<file path="src/rename_pkg.sv">
// ============================================================
// Rename package
// Register number types, opcode encoding and the sizes of the
// architectural and physical register files
// ============================================================
`default_nettype none

package rename_pkg;

	// Register file sizes
	localparam int AREGS = 16;
	localparam int PREGS = 32;

	localparam int AREG_W = $clog2(AREGS);
	localparam int PREG_W = $clog2(PREGS);

	// Physical registers with no mapping after reset
	// The upper part of the physical file starts out free
	localparam int FREE_AT_RESET = PREGS - AREGS;

	// Register numbers
	typedef logic [AREG_W-1:0] areg_t;
	typedef logic [PREG_W-1:0] preg_t;

	// Opcodes, top nibble of the instruction word
	typedef enum logic [3:0] {
		OP_NOP    = 4'h0,
		OP_ALU    = 4'h1,
		OP_ALUI   = 4'h2,
		OP_LOAD   = 4'h3,
		OP_STORE  = 4'h4,
		OP_BRANCH = 4'h5
	} op_e;

endpackage

`default_nettype wire

</file>
<file path="src/instr_decoder.sv">
// ============================================================
// Instruction decoder
// Splits the 16-bit word into opcode and register fields and
// flags which register fields the opcode actually uses
// ============================================================
`timescale 1ns/100ps
`default_nettype none

module instr_decoder (
	input  logic [15:0]        instr,
	output rename_pkg::op_e    op,
	output rename_pkg::areg_t  rd,
	output rename_pkg::areg_t  rs1,
	output rename_pkg::areg_t  rs2,
	output logic               dst_used,
	output logic               src1_used,
	output logic               src2_used,
	output logic               is_branch
);
	import rename_pkg::*;

	// Word layout: op[15:12] rd[11:8] rs1[7:4] rs2[3:0]
	assign rd  = instr[11:8];
	assign rs1 = instr[7:4];
	assign rs2 = instr[3:0];

	// Opcode table
	// Unknown encodings fall back to a NOP with no register use
	always_comb begin
		op        = OP_NOP;
		dst_used  = 1'b0;
		src1_used = 1'b0;
		src2_used = 1'b0;
		case (instr[15:12])
			OP_ALU: begin
				op        = OP_ALU;
				dst_used  = 1'b1;
				src1_used = 1'b1;
				src2_used = 1'b1;
			end
			OP_ALUI, OP_LOAD: begin
				// Immediate forms only read source 1
				op        = op_e'(instr[15:12]);
				dst_used  = 1'b1;
				src1_used = 1'b1;
			end
			OP_STORE, OP_BRANCH: begin
				op        = op_e'(instr[15:12]);
				src1_used = 1'b1;
				src2_used = 1'b1;
			end
			default: begin
				op = OP_NOP;
			end
		endcase
	end

	assign is_branch = (op == OP_BRANCH);

endmodule

`default_nettype wire

</file>
<file path="src/checkpoint_ram.sv">
// ============================================================
// Checkpoint RAM
// One full alias map snapshot per branch checkpoint
// Synchronous write, registered read like a block RAM
// ============================================================
`timescale 1ns/100ps
`default_nettype none

module checkpoint_ram #(
	parameter int CHECKPOINTS = 8
) (
	input  logic                                    clk,
	input  logic                                    wr_en,
	input  logic [$clog2(CHECKPOINTS)-1:0]          wr_addr,
	input  rename_pkg::preg_t [rename_pkg::AREGS-1:0] wr_map,
	input  logic [$clog2(CHECKPOINTS)-1:0]          rd_addr,
	output rename_pkg::preg_t [rename_pkg::AREGS-1:0] rd_map
);
	import rename_pkg::*;

	// Snapshot storage, one map per slot
	preg_t [AREGS-1:0] mem [CHECKPOINTS];

	// Write port
	always_ff @(posedge clk) begin
		if (wr_en) begin
			mem[wr_addr] <= wr_map;
		end
	end

	// Read port, data shows one cycle after the address
	always_ff @(posedge clk) begin
		rd_map <= mem[rd_addr];
	end

endmodule

`default_nettype wire

</file>
<file path="src/reg_alias_table.sv">
// ============================================================
// Register alias table
// Current arch to phys map, circular branch checkpoints,
// stall generation and per-checkpoint allocation tracking
// used to hand wrong-path registers back on a restore
// ============================================================
`timescale 1ns/100ps
`default_nettype none

module reg_alias_table #(
	parameter int CHECKPOINTS = 8
) (
	input  logic                           clk,
	input  logic                           rst,
	input  logic                           rename,
	input  logic                           is_branch,
	input  logic                           dst_used,
	input  logic                           src1_used,
	input  logic                           src2_used,
	input  rename_pkg::areg_t              rd,
	input  rename_pkg::areg_t              rs1,
	input  rename_pkg::areg_t              rs2,
	input  logic                           free_avail,
	input  rename_pkg::preg_t              alloc_preg,
	input  logic                           cmt_branch,
	input  logic                           restore,
	input  logic [$clog2(CHECKPOINTS)-1:0] restore_cp,
	output logic                           alloc_take,
	output rename_pkg::preg_t              ps1,
	output rename_pkg::preg_t              ps2,
	output rename_pkg::preg_t              prd,
	output rename_pkg::preg_t              old_prd,
	output logic [$clog2(CHECKPOINTS)-1:0] cp,
	output logic                           stall,
	output logic [rename_pkg::PREGS-1:0]   restore_free
);
	import rename_pkg::*;

	localparam int CPW = $clog2(CHECKPOINTS);

	// ============================================================
	// State
	// ============================================================
	preg_t [AREGS-1:0] map;
	preg_t [AREGS-1:0] next_map;
	preg_t [AREGS-1:0] snap_map;

	// Head and tail carry a wrap bit so full and empty differ
	logic [CPW:0]       cp_head;
	logic [CPW:0]       cp_tail;
	logic [CPW:0]       cp_count;
	logic               restore_pend;

	// Registers allocated since each checkpoint was taken
	logic [PREGS-1:0]       since [CHECKPOINTS];
	logic [PREGS-1:0]       alloc_mask;
	logic [CHECKPOINTS-1:0] cp_open;
	logic                   take_branch;
	logic [CPW-1:0]         restore_dist;

	checkpoint_ram #(
		.CHECKPOINTS(CHECKPOINTS)
	) checkpoint_ram_inst (
		.clk    (clk),
		.wr_en  (take_branch),
		.wr_addr(cp_tail[CPW-1:0]),
		.wr_map (next_map),
		.rd_addr(restore_cp),
		.rd_map (snap_map)
	);

	// ============================================================
	// Lookup and allocation
	// ============================================================
	assign alloc_take  = rename & dst_used;
	assign take_branch = rename & is_branch;

	// Sources read straight from the live map
	// Unused sources report register 0
	assign ps1     = src1_used ? map[rs1] : '0;
	assign ps2     = src2_used ? map[rs2] : '0;
	assign prd     = alloc_preg;
	assign old_prd = map[rd];
	assign cp      = cp_tail[CPW-1:0];

	// Map as it stands after this cycle's rename, for the snapshot
	always_comb begin
		next_map = map;
		if (alloc_take) begin
			next_map[rd] = alloc_preg;
		end
	end

	assign alloc_mask = alloc_take ? ({{(PREGS-1){1'b0}}, 1'b1} << alloc_preg) : '0;

	// Outstanding checkpoints
	assign cp_count = cp_tail - cp_head;

	// A slot is open when it lies between head and tail
	always_comb begin
		logic [CPW-1:0] offs;
		for (int i = 0; i < CHECKPOINTS; i++) begin
			offs       = CPW'(i) - cp_head[CPW-1:0];
			cp_open[i] = ({1'b0, offs} < cp_count);
		end
	end

	// Out of registers, out of checkpoints, or map reload in flight
	assign stall = ~free_avail | (cp_count == (CPW+1)'(CHECKPOINTS)) | restore_pend;

	// Wrong-path registers go back in the restore cycle
	assign restore_free = restore ? since[restore_cp] : '0;

	// Distance from head to the restored slot
	assign restore_dist = restore_cp - cp_head[CPW-1:0];

	// ============================================================
	// Sequential update
	// ============================================================
	always_ff @(posedge clk) begin
		if (rst) begin
			for (int i = 0; i < AREGS; i++) begin
				map[i] <= preg_t'(i);
			end
		end else if (restore_pend) begin
			// Snapshot arrives from the RAM one cycle after restore
			map <= snap_map;
		end else begin
			map <= next_map;
		end
	end

	always_ff @(posedge clk) begin
		if (rst) begin
			cp_head      <= '0;
			cp_tail      <= '0;
			restore_pend <= 1'b0;
		end else begin
			restore_pend <= restore;
			if (cmt_branch && cp_count != '0) begin
				cp_head <= cp_head + 1'b1;
			end
			// The restored branch stays outstanding, younger ones drop
			if (restore) begin
				cp_tail <= cp_head + (CPW+1)'(restore_dist) + (CPW+1)'(1);
			end else if (take_branch) begin
				cp_tail <= cp_tail + 1'b1;
			end
		end
	end

	// Allocation tracking per checkpoint
	always_ff @(posedge clk) begin
		for (int i = 0; i < CHECKPOINTS; i++) begin
			if (rst) begin
				since[i] <= '0;
			end else if (take_branch && cp_tail[CPW-1:0] == CPW'(i)) begin
				// Fresh slot starts with nothing allocated
				since[i] <= '0;
			end else if (restore && restore_cp == CPW'(i)) begin
				since[i] <= '0;
			end else if (cp_open[i]) begin
				since[i] <= since[i] | alloc_mask;
			end
		end
	end

endmodule

`default_nettype wire

</file>
<file path="src/free_list.sv">
// ============================================================
// Free list
// Bit vector of free physical registers
// Hands out the lowest-numbered free register first
// ============================================================
`timescale 1ns/100ps
`default_nettype none

module free_list (
	input  logic                         clk,
	input  logic                         rst,
	input  logic                         alloc_take,
	input  logic                         release_valid,
	input  rename_pkg::preg_t            release_preg,
	input  logic [rename_pkg::PREGS-1:0] restore_free,
	output logic                         free_avail,
	output rename_pkg::preg_t            alloc_preg
);
	import rename_pkg::*;

	logic [PREGS-1:0] free_vec;
	logic [PREGS-1:0] take_mask;
	logic [PREGS-1:0] rel_mask;

	// Lowest set bit wins, scan from the top down
	always_comb begin
		alloc_preg = '0;
		for (int i = PREGS - 1; i >= 0; i--) begin
			if (free_vec[i]) begin
				alloc_preg = preg_t'(i);
			end
		end
	end

	assign free_avail = |free_vec;

	assign take_mask = alloc_take ? ({{(PREGS-1){1'b0}}, 1'b1} << alloc_preg) : '0;
	assign rel_mask  = release_valid ? ({{(PREGS-1){1'b0}}, 1'b1} << release_preg) : '0;

	// Take, release, then bulk return from a branch miss
	always_ff @(posedge clk) begin
		if (rst) begin
			// Registers above the identity map start free
			free_vec <= {{FREE_AT_RESET{1'b1}}, {AREGS{1'b0}}};
		end else begin
			free_vec <= (free_vec & ~take_mask) | rel_mask | restore_free;
		end
	end

endmodule

`default_nettype wire

</file>
<file path="src/rename_result.sv">
// ============================================================
// Rename result stage
// Holds the renamed instruction for one cycle with its strobe
// ============================================================
`timescale 1ns/100ps
`default_nettype none

module rename_result #(
	parameter int CHECKPOINTS = 8
) (
	input  logic                           clk,
	input  logic                           rst,
	input  logic                           rename,
	input  rename_pkg::op_e                op,
	input  rename_pkg::preg_t              prd,
	input  rename_pkg::preg_t              old_prd,
	input  rename_pkg::preg_t              ps1,
	input  rename_pkg::preg_t              ps2,
	input  logic                           dst_used,
	input  logic                           src1_used,
	input  logic                           src2_used,
	input  logic [$clog2(CHECKPOINTS)-1:0] cp,
	output logic                           out_valid,
	output rename_pkg::op_e                out_op,
	output rename_pkg::preg_t              out_prd,
	output rename_pkg::preg_t              out_old_prd,
	output rename_pkg::preg_t              out_ps1,
	output rename_pkg::preg_t              out_ps2,
	output logic                           out_dst_used,
	output logic                           out_src1_used,
	output logic                           out_src2_used,
	output logic [$clog2(CHECKPOINTS)-1:0] out_cp
);
	import rename_pkg::*;

	// Strobe, one cycle per rename
	always_ff @(posedge clk) begin
		if (rst) begin
			out_valid <= 1'b0;
		end else begin
			out_valid <= rename;
		end
	end

	// Payload only loads on a rename
	always_ff @(posedge clk) begin
		if (rename) begin
			out_op        <= op;
			out_prd       <= prd;
			out_old_prd   <= old_prd;
			out_ps1       <= ps1;
			out_ps2       <= ps2;
			out_dst_used  <= dst_used;
			out_src1_used <= src1_used;
			out_src2_used <= src2_used;
			out_cp        <= cp;
		end
	end

endmodule

`default_nettype wire

</file>
<file path="src/rename_unit.sv">
// ============================================================
// Register rename unit
// One instruction per cycle: decode, map lookup, allocation,
// branch checkpoints and restore on a branch miss
// ============================================================
`timescale 1ns/100ps
`default_nettype none

module rename_unit #(
	parameter int CHECKPOINTS = 8
) (
	input  logic                           clk,
	input  logic                           rst,
	input  logic                           instr_valid,
	input  logic [15:0]                    instr,
	input  logic                           cmt_valid,
	input  rename_pkg::preg_t              cmt_old_preg,
	input  logic                           cmt_branch,
	input  logic                           restore,
	input  logic [$clog2(CHECKPOINTS)-1:0] restore_cp,
	output logic                           stall,
	output logic                           out_valid,
	output rename_pkg::op_e                out_op,
	output rename_pkg::preg_t              out_prd,
	output rename_pkg::preg_t              out_old_prd,
	output rename_pkg::preg_t              out_ps1,
	output rename_pkg::preg_t              out_ps2,
	output logic                           out_dst_used,
	output logic                           out_src1_used,
	output logic                           out_src2_used,
	output logic [$clog2(CHECKPOINTS)-1:0] out_cp
);
	import rename_pkg::*;

	// Decoded fields
	op_e   op;
	areg_t rd;
	areg_t rs1;
	areg_t rs2;
	logic  dst_used;
	logic  src1_used;
	logic  src2_used;
	logic  is_branch;

	// Table and free list handshake
	logic             free_avail;
	preg_t            alloc_preg;
	logic             alloc_take;
	logic [PREGS-1:0] restore_free;

	// Renamed operands
	preg_t                           ps1;
	preg_t                           ps2;
	preg_t                           prd;
	preg_t                           old_prd;
	logic [$clog2(CHECKPOINTS)-1:0]  cp;

	instr_decoder instr_decoder_inst (
		.instr    (instr),
		.op       (op),
		.rd       (rd),
		.rs1      (rs1),
		.rs2      (rs2),
		.dst_used (dst_used),
		.src1_used(src1_used),
		.src2_used(src2_used),
		.is_branch(is_branch)
	);

	reg_alias_table #(
		.CHECKPOINTS(CHECKPOINTS)
	) reg_alias_table_inst (
		.clk         (clk),
		.rst         (rst),
		.rename      (instr_valid),
		.is_branch   (is_branch),
		.dst_used    (dst_used),
		.src1_used   (src1_used),
		.src2_used   (src2_used),
		.rd          (rd),
		.rs1         (rs1),
		.rs2         (rs2),
		.free_avail  (free_avail),
		.alloc_preg  (alloc_preg),
		.cmt_branch  (cmt_branch),
		.restore     (restore),
		.restore_cp  (restore_cp),
		.alloc_take  (alloc_take),
		.ps1         (ps1),
		.ps2         (ps2),
		.prd         (prd),
		.old_prd     (old_prd),
		.cp          (cp),
		.stall       (stall),
		.restore_free(restore_free)
	);

	// Commit hands the replaced mapping back
	free_list free_list_inst (
		.clk          (clk),
		.rst          (rst),
		.alloc_take   (alloc_take),
		.release_valid(cmt_valid),
		.release_preg (cmt_old_preg),
		.restore_free (restore_free),
		.free_avail   (free_avail),
		.alloc_preg   (alloc_preg)
	);

	rename_result #(
		.CHECKPOINTS(CHECKPOINTS)
	) rename_result_inst (
		.clk          (clk),
		.rst          (rst),
		.rename       (instr_valid),
		.op           (op),
		.prd          (prd),
		.old_prd      (old_prd),
		.ps1          (ps1),
		.ps2          (ps2),
		.dst_used     (dst_used),
		.src1_used    (src1_used),
		.src2_used    (src2_used),
		.cp           (cp),
		.out_valid    (out_valid),
		.out_op       (out_op),
		.out_prd      (out_prd),
		.out_old_prd  (out_old_prd),
		.out_ps1      (out_ps1),
		.out_ps2      (out_ps2),
		.out_dst_used (out_dst_used),
		.out_src1_used(out_src1_used),
		.out_src2_used(out_src2_used),
		.out_cp       (out_cp)
	);

endmodule

`default_nettype wire

</file>
<file path="config.mk">
export PLATFORM = sky130hd
export DESIGN_NAME = rename_unit
export DESIGN_NICKNAME = d
export VERILOG_FILES = /design/src/rename_pkg.sv /design/src/instr_decoder.sv /design/src/checkpoint_ram.sv /design/src/reg_alias_table.sv /design/src/free_list.sv /design/src/rename_result.sv /design/src/rename_unit.sv
export SDC_FILE = /design/constraint.sdc
export NUM_CORES = 2
export LEC_CHECK = 0
export ABC_CLOCK_PERIOD_IN_PS = 11400
export BUFFER_PORTS_ARGS = -buffer_cell sky130_fd_sc_hd__buf_4
export CAP_MARGIN = 30
export CORE_MARGIN = 1.5
export CORE_UTILIZATION = 40
export DETAILED_ROUTE_END_ITERATION = 10
export SYNTH_ARGS = -nofsm -noshare
export SYNTH_HDL_FRONTEND = slang
export SYNTH_SLANG_ARGS = --single-unit
export TNS_END_PERCENT = 20
</file>
<file path="constraint.sdc">
create_clock -name clk -period 11.4 [get_ports clk]
set_input_delay 0.57 -clock clk [delete_from_list [all_inputs] [get_ports clk]]
set_output_delay 0.57 -clock clk [all_outputs]
set_load 0.005 [all_outputs]
</file>
==> results by group <==
Critical path
  • R2R Path End: reg_alias_table_inst.since[5][11]
  • Slowest Stage Delay on Critical Path: 0.65 ns
  • R2R Setup Slk: 7.25 ns
  • Critical-path cell list: inv_1, ha_1, inv_1, fa_1, xnor2_1, ha_1, a21oi_1, nor2_1, nor2b_2, buf_4, o21a_1
  • CP max-delay cell: xnor2_1
  • Critical Path Source Type: flip-flop
  • Crit end category: flip-flop
  • Register-to-Register Path Depth: 11
  • Critical Path RT: 11.94 ns
  • Critical Path Sink: reg_alias_table_inst.since[5][11]
  • Arrival time worst endpoint: 4.69 ns
  • Worst Setup SP: reg_alias_table_inst.cp_tail[0]
  • Max FO, Critical Path: 20
  • FF-to-FF Start: reg_alias_table_inst.cp_tail[0]
  • CP Class: flip-flop to flip-flop

Placement
  • Final HPWL DP: 69.6 mm
  • Inst Count DP: 4174
  • Cell Area, Placed: 50000 um^2
  • Gpl congestion: 0.852
  • # port buffers: 61

Clock tree
  • Depth of the CTS H-tree: 3
  • Clk buf depth: 3
  • Resize count post-CTS: 0
  • Setup Fix Bufs, Post-CTS: 0
  • Worst skew pair latency: 0.73 ns
  • CTS Sinks: 1128
  • Cts bufs inserted: 116
  • Clock slew at reported path FFs: 0.06 ns
  • Hold Buf Count CTS: 0
  • Root buf cell: clkbuf_16
  • TritonCTS clock tree: built

STA
  • Final slew viol count: 0
  • Min cycle time layout: 4.15 ns
  • Worst-Margin Slew: 1.05 ns
  • Setup_tns: 0 ns
  • RSZ-0062 raised after global routing: false
  • Worst hold slack: 0.161 ns
  • Highest clock rate: 0.241 GHz
  • Final setup fails: 0
  • Max-Slew Margin vs Limit: 0.297
  • Final hold viol count: 0
  • Final period util: 0.364
  • Clock skew: 0.0668 ns

Logic synthesis
  • Number of flops mapped to enable cells by yosys: 926
  • Sequential element share of the synthesized area: 0.670
  • Seq cells post-synth: 1128
  • Synth warn: 0
  • Syn nets: 2746
  • Post-Syn Area: 47600 um^2
  • Main synth FF type: edfxtp_1
  • Post-Syn Instances: 2682
  • Syn_area_per_cell: 17.7 um^2
  • Netlist cell types: 75
  • Asr flop ratio synth: 0

Floorplan
  • Die area: 121000 um^2
  • Die Ht: 348 um
  • Core Region: 118000 um^2
  • Effective utilization at floorplan: 0.403
  • # rows: 126
  • Die X: 348 um
  • Number of I/O pins: 62

Global routing
  • Largest net degree at the start of global routing: 143
  • First-pass GRT wire length: 179 mm
  • Vias in the first global route: 26800
  • Initial antenna violation count: 1
  • GRT overflow: 0
  • Gr usage total: 0.199

Finish
  • # fillers: 9967
  • Share of cells above drive strength 1: 0.297
  • Post-layout util: 0.459
  • Non-filler cells in the finished layout: 4398
  • Design area: 54100 um^2
  • Register area: 31900 um^2
  • Multi-input gate area: 14900 um^2
  • Post-layout nets: 2823
  • Area growth, synth to finish: 13.9%

Worst hold path
  • Hold Crit Class: primary input to flip-flop

Route
  • DR vias: 25700
  • Antenna Nets Post-Route: 0
  • Routed WL: 120 mm
  • Drt drc: 0
  • Via density: 5.84
  • Detailed Routing Iterations Pass 1: 5
  • Per-cell routed wire length: 27.3 um
  • Initial DRC count: 2303

Power and ir drop
  • P_leak: 18.4 nW
  • VDD IR max: 0.000220 V
  • PD cells: 215 nW/um^2

Job
  • Max_cap viols: 0

Run status
  • Status: finished clean
-- final cells by class --
type                            instances  area share
Tap cell                             1536      0.0355
Multi-Input combinational cell       1332       0.276
Clock buffer                          155      0.0600
Timing Repair Buffer                  128      0.0217
Sequential cell                      1128       0.588
Antenna cell                            1   0.0000462
Clock inverter                         65      0.0148
Inverter                               53     0.00370
-- per-layer routing --
metal,global-route usage,part of all wire,vias up,wire [um]
li1,-,-,10900,-
met1,0.274,0.43,13700,52000
met2,0.327,0.48,832,58000
met3,0.0309,0.061,175,7270
met4,0.0568,0.023,0,2710
met5,0,0,-,0
-- kinds of logic after synthesis --
family	count (synthesis)	synth area share
mux	528	0.194
xor+xnor	15	0.00276
other cells	1	0.0000789
compound gates	435	0.0662
fa+ha+maj	34	0.00942
buf+inv	222	0.0183
flops	1128	0.670
simple gates	319	0.0390
-- report_power, final --
| part | internal, W | leakage (nW) | switching [W] |
|---|---|---|---|
| clock | 0.00233 | 1.99 | 0.00163 |
| sequential | 0.00508 | 10.7 | 0.000226 |
| combinational | 0.000743 | 5.78 | 0.00162 |
-- synthesized netlist by cell type (27+ instances only) --
cell type,count,area (um^2)
inv_1,51,191
a21oi_1,40,200
mux4_2,299,6730
clkbuf_1,121,454
o21ai_0,35,175
nand2_1,65,244
mux2_2,175,1970
edfxtp_1,926,27800
nor2_1,85,319
o21a_1,264,1980
buf_1,27,101
mux2i_1,54,541
dfxtp_1,202,4040
ha_1,31,388
-- through the flow --
step | setup WS (ns) | total power, W
2_1_floorplan | 3.85 | 0.00676
3_3_place_gp | 6.99 | 0.00769
3_5_place_dp | 7.20 | 0.00776
4_1_cts | 7.27 | 0.0117
5_1_grt | 7.03 | 0.0121
6_report | 7.25 | 0.0116
-- state kept, by name, indices dropped and copies added, names as in the netlist, 3 cells and up --
register and flops:
free_list_inst.free_vec 32, reg_alias_table_inst.checkpoint_ram_inst.mem 640, reg_alias_table_inst.checkpoint_ram_inst.rd_map 80, reg_alias_table_inst.cp_head 4, reg_alias_table_inst.cp_tail 4, reg_alias_table_inst.map 80, reg_alias_table_inst.since 256, rename_result_inst.out_cp 3
rename_result_inst.out_old_prd 5, rename_result_inst.out_op 4, rename_result_inst.out_prd 5, rename_result_inst.out_ps1 5, rename_result_inst.out_ps2 5
-- critical path: cells and delay by family (launching register included) --
family,cells,cell delay [ns]
simple gates,2,0.73
fa+ha+maj,3,0.98
xor+xnor,1,0.65
flops,1,0.41
buf+inv,3,0.81
compound gates,2,0.35
-- how the worst min path moves through the flow --
stage | start | to | slack (ns) | cells after the start
after global placement | reg_alias_table_inst.checkpoint_ram_inst.rd_map[62] | reg_alias_table_inst.map[62] | 0.43 | 2
after CTS | instr[15] | rename_result_inst.out_op[0] | 0.11 | 2
after floorplan | reg_alias_table_inst.checkpoint_ram_inst.rd_map[11] | reg_alias_table_inst.map[11] | 0.42 | 2
final | instr[15] | rename_result_inst.out_op[0] | 0.16 | 2
after global routing | instr[15] | rename_result_inst.out_op[0] | 0.15 | 2
after detailed placement | reg_alias_table_inst.checkpoint_ram_inst.rd_map[31] | reg_alias_table_inst.map[31] | 0.44 | 2
-- cell usage in the layout (no fill, tap or decap), drive strengths merged, types with 39 or more instances in the layout --
| master | synthesis | routed |
|---|---|---|
| clkbuf | 121 | 156 |
| buf | 48 | 127 |
| nor2 | 90 | 90 |
| edfxtp | 926 | 926 |
| inv | 52 | 55 |
| dfxtp | 202 | 202 |
| o21a | 264 | 264 |
| mux2i | 54 | 54 |
| a21oi | 40 | 40 |
| o21ai | 39 | 39 |
| mux4 | 299 | 299 |
| nand2 | 65 | 65 |
| mux2 | 175 | 175 |
| clkinv | 1 | 43 |
Note: power is estimated with default switching activity, not from simulation.
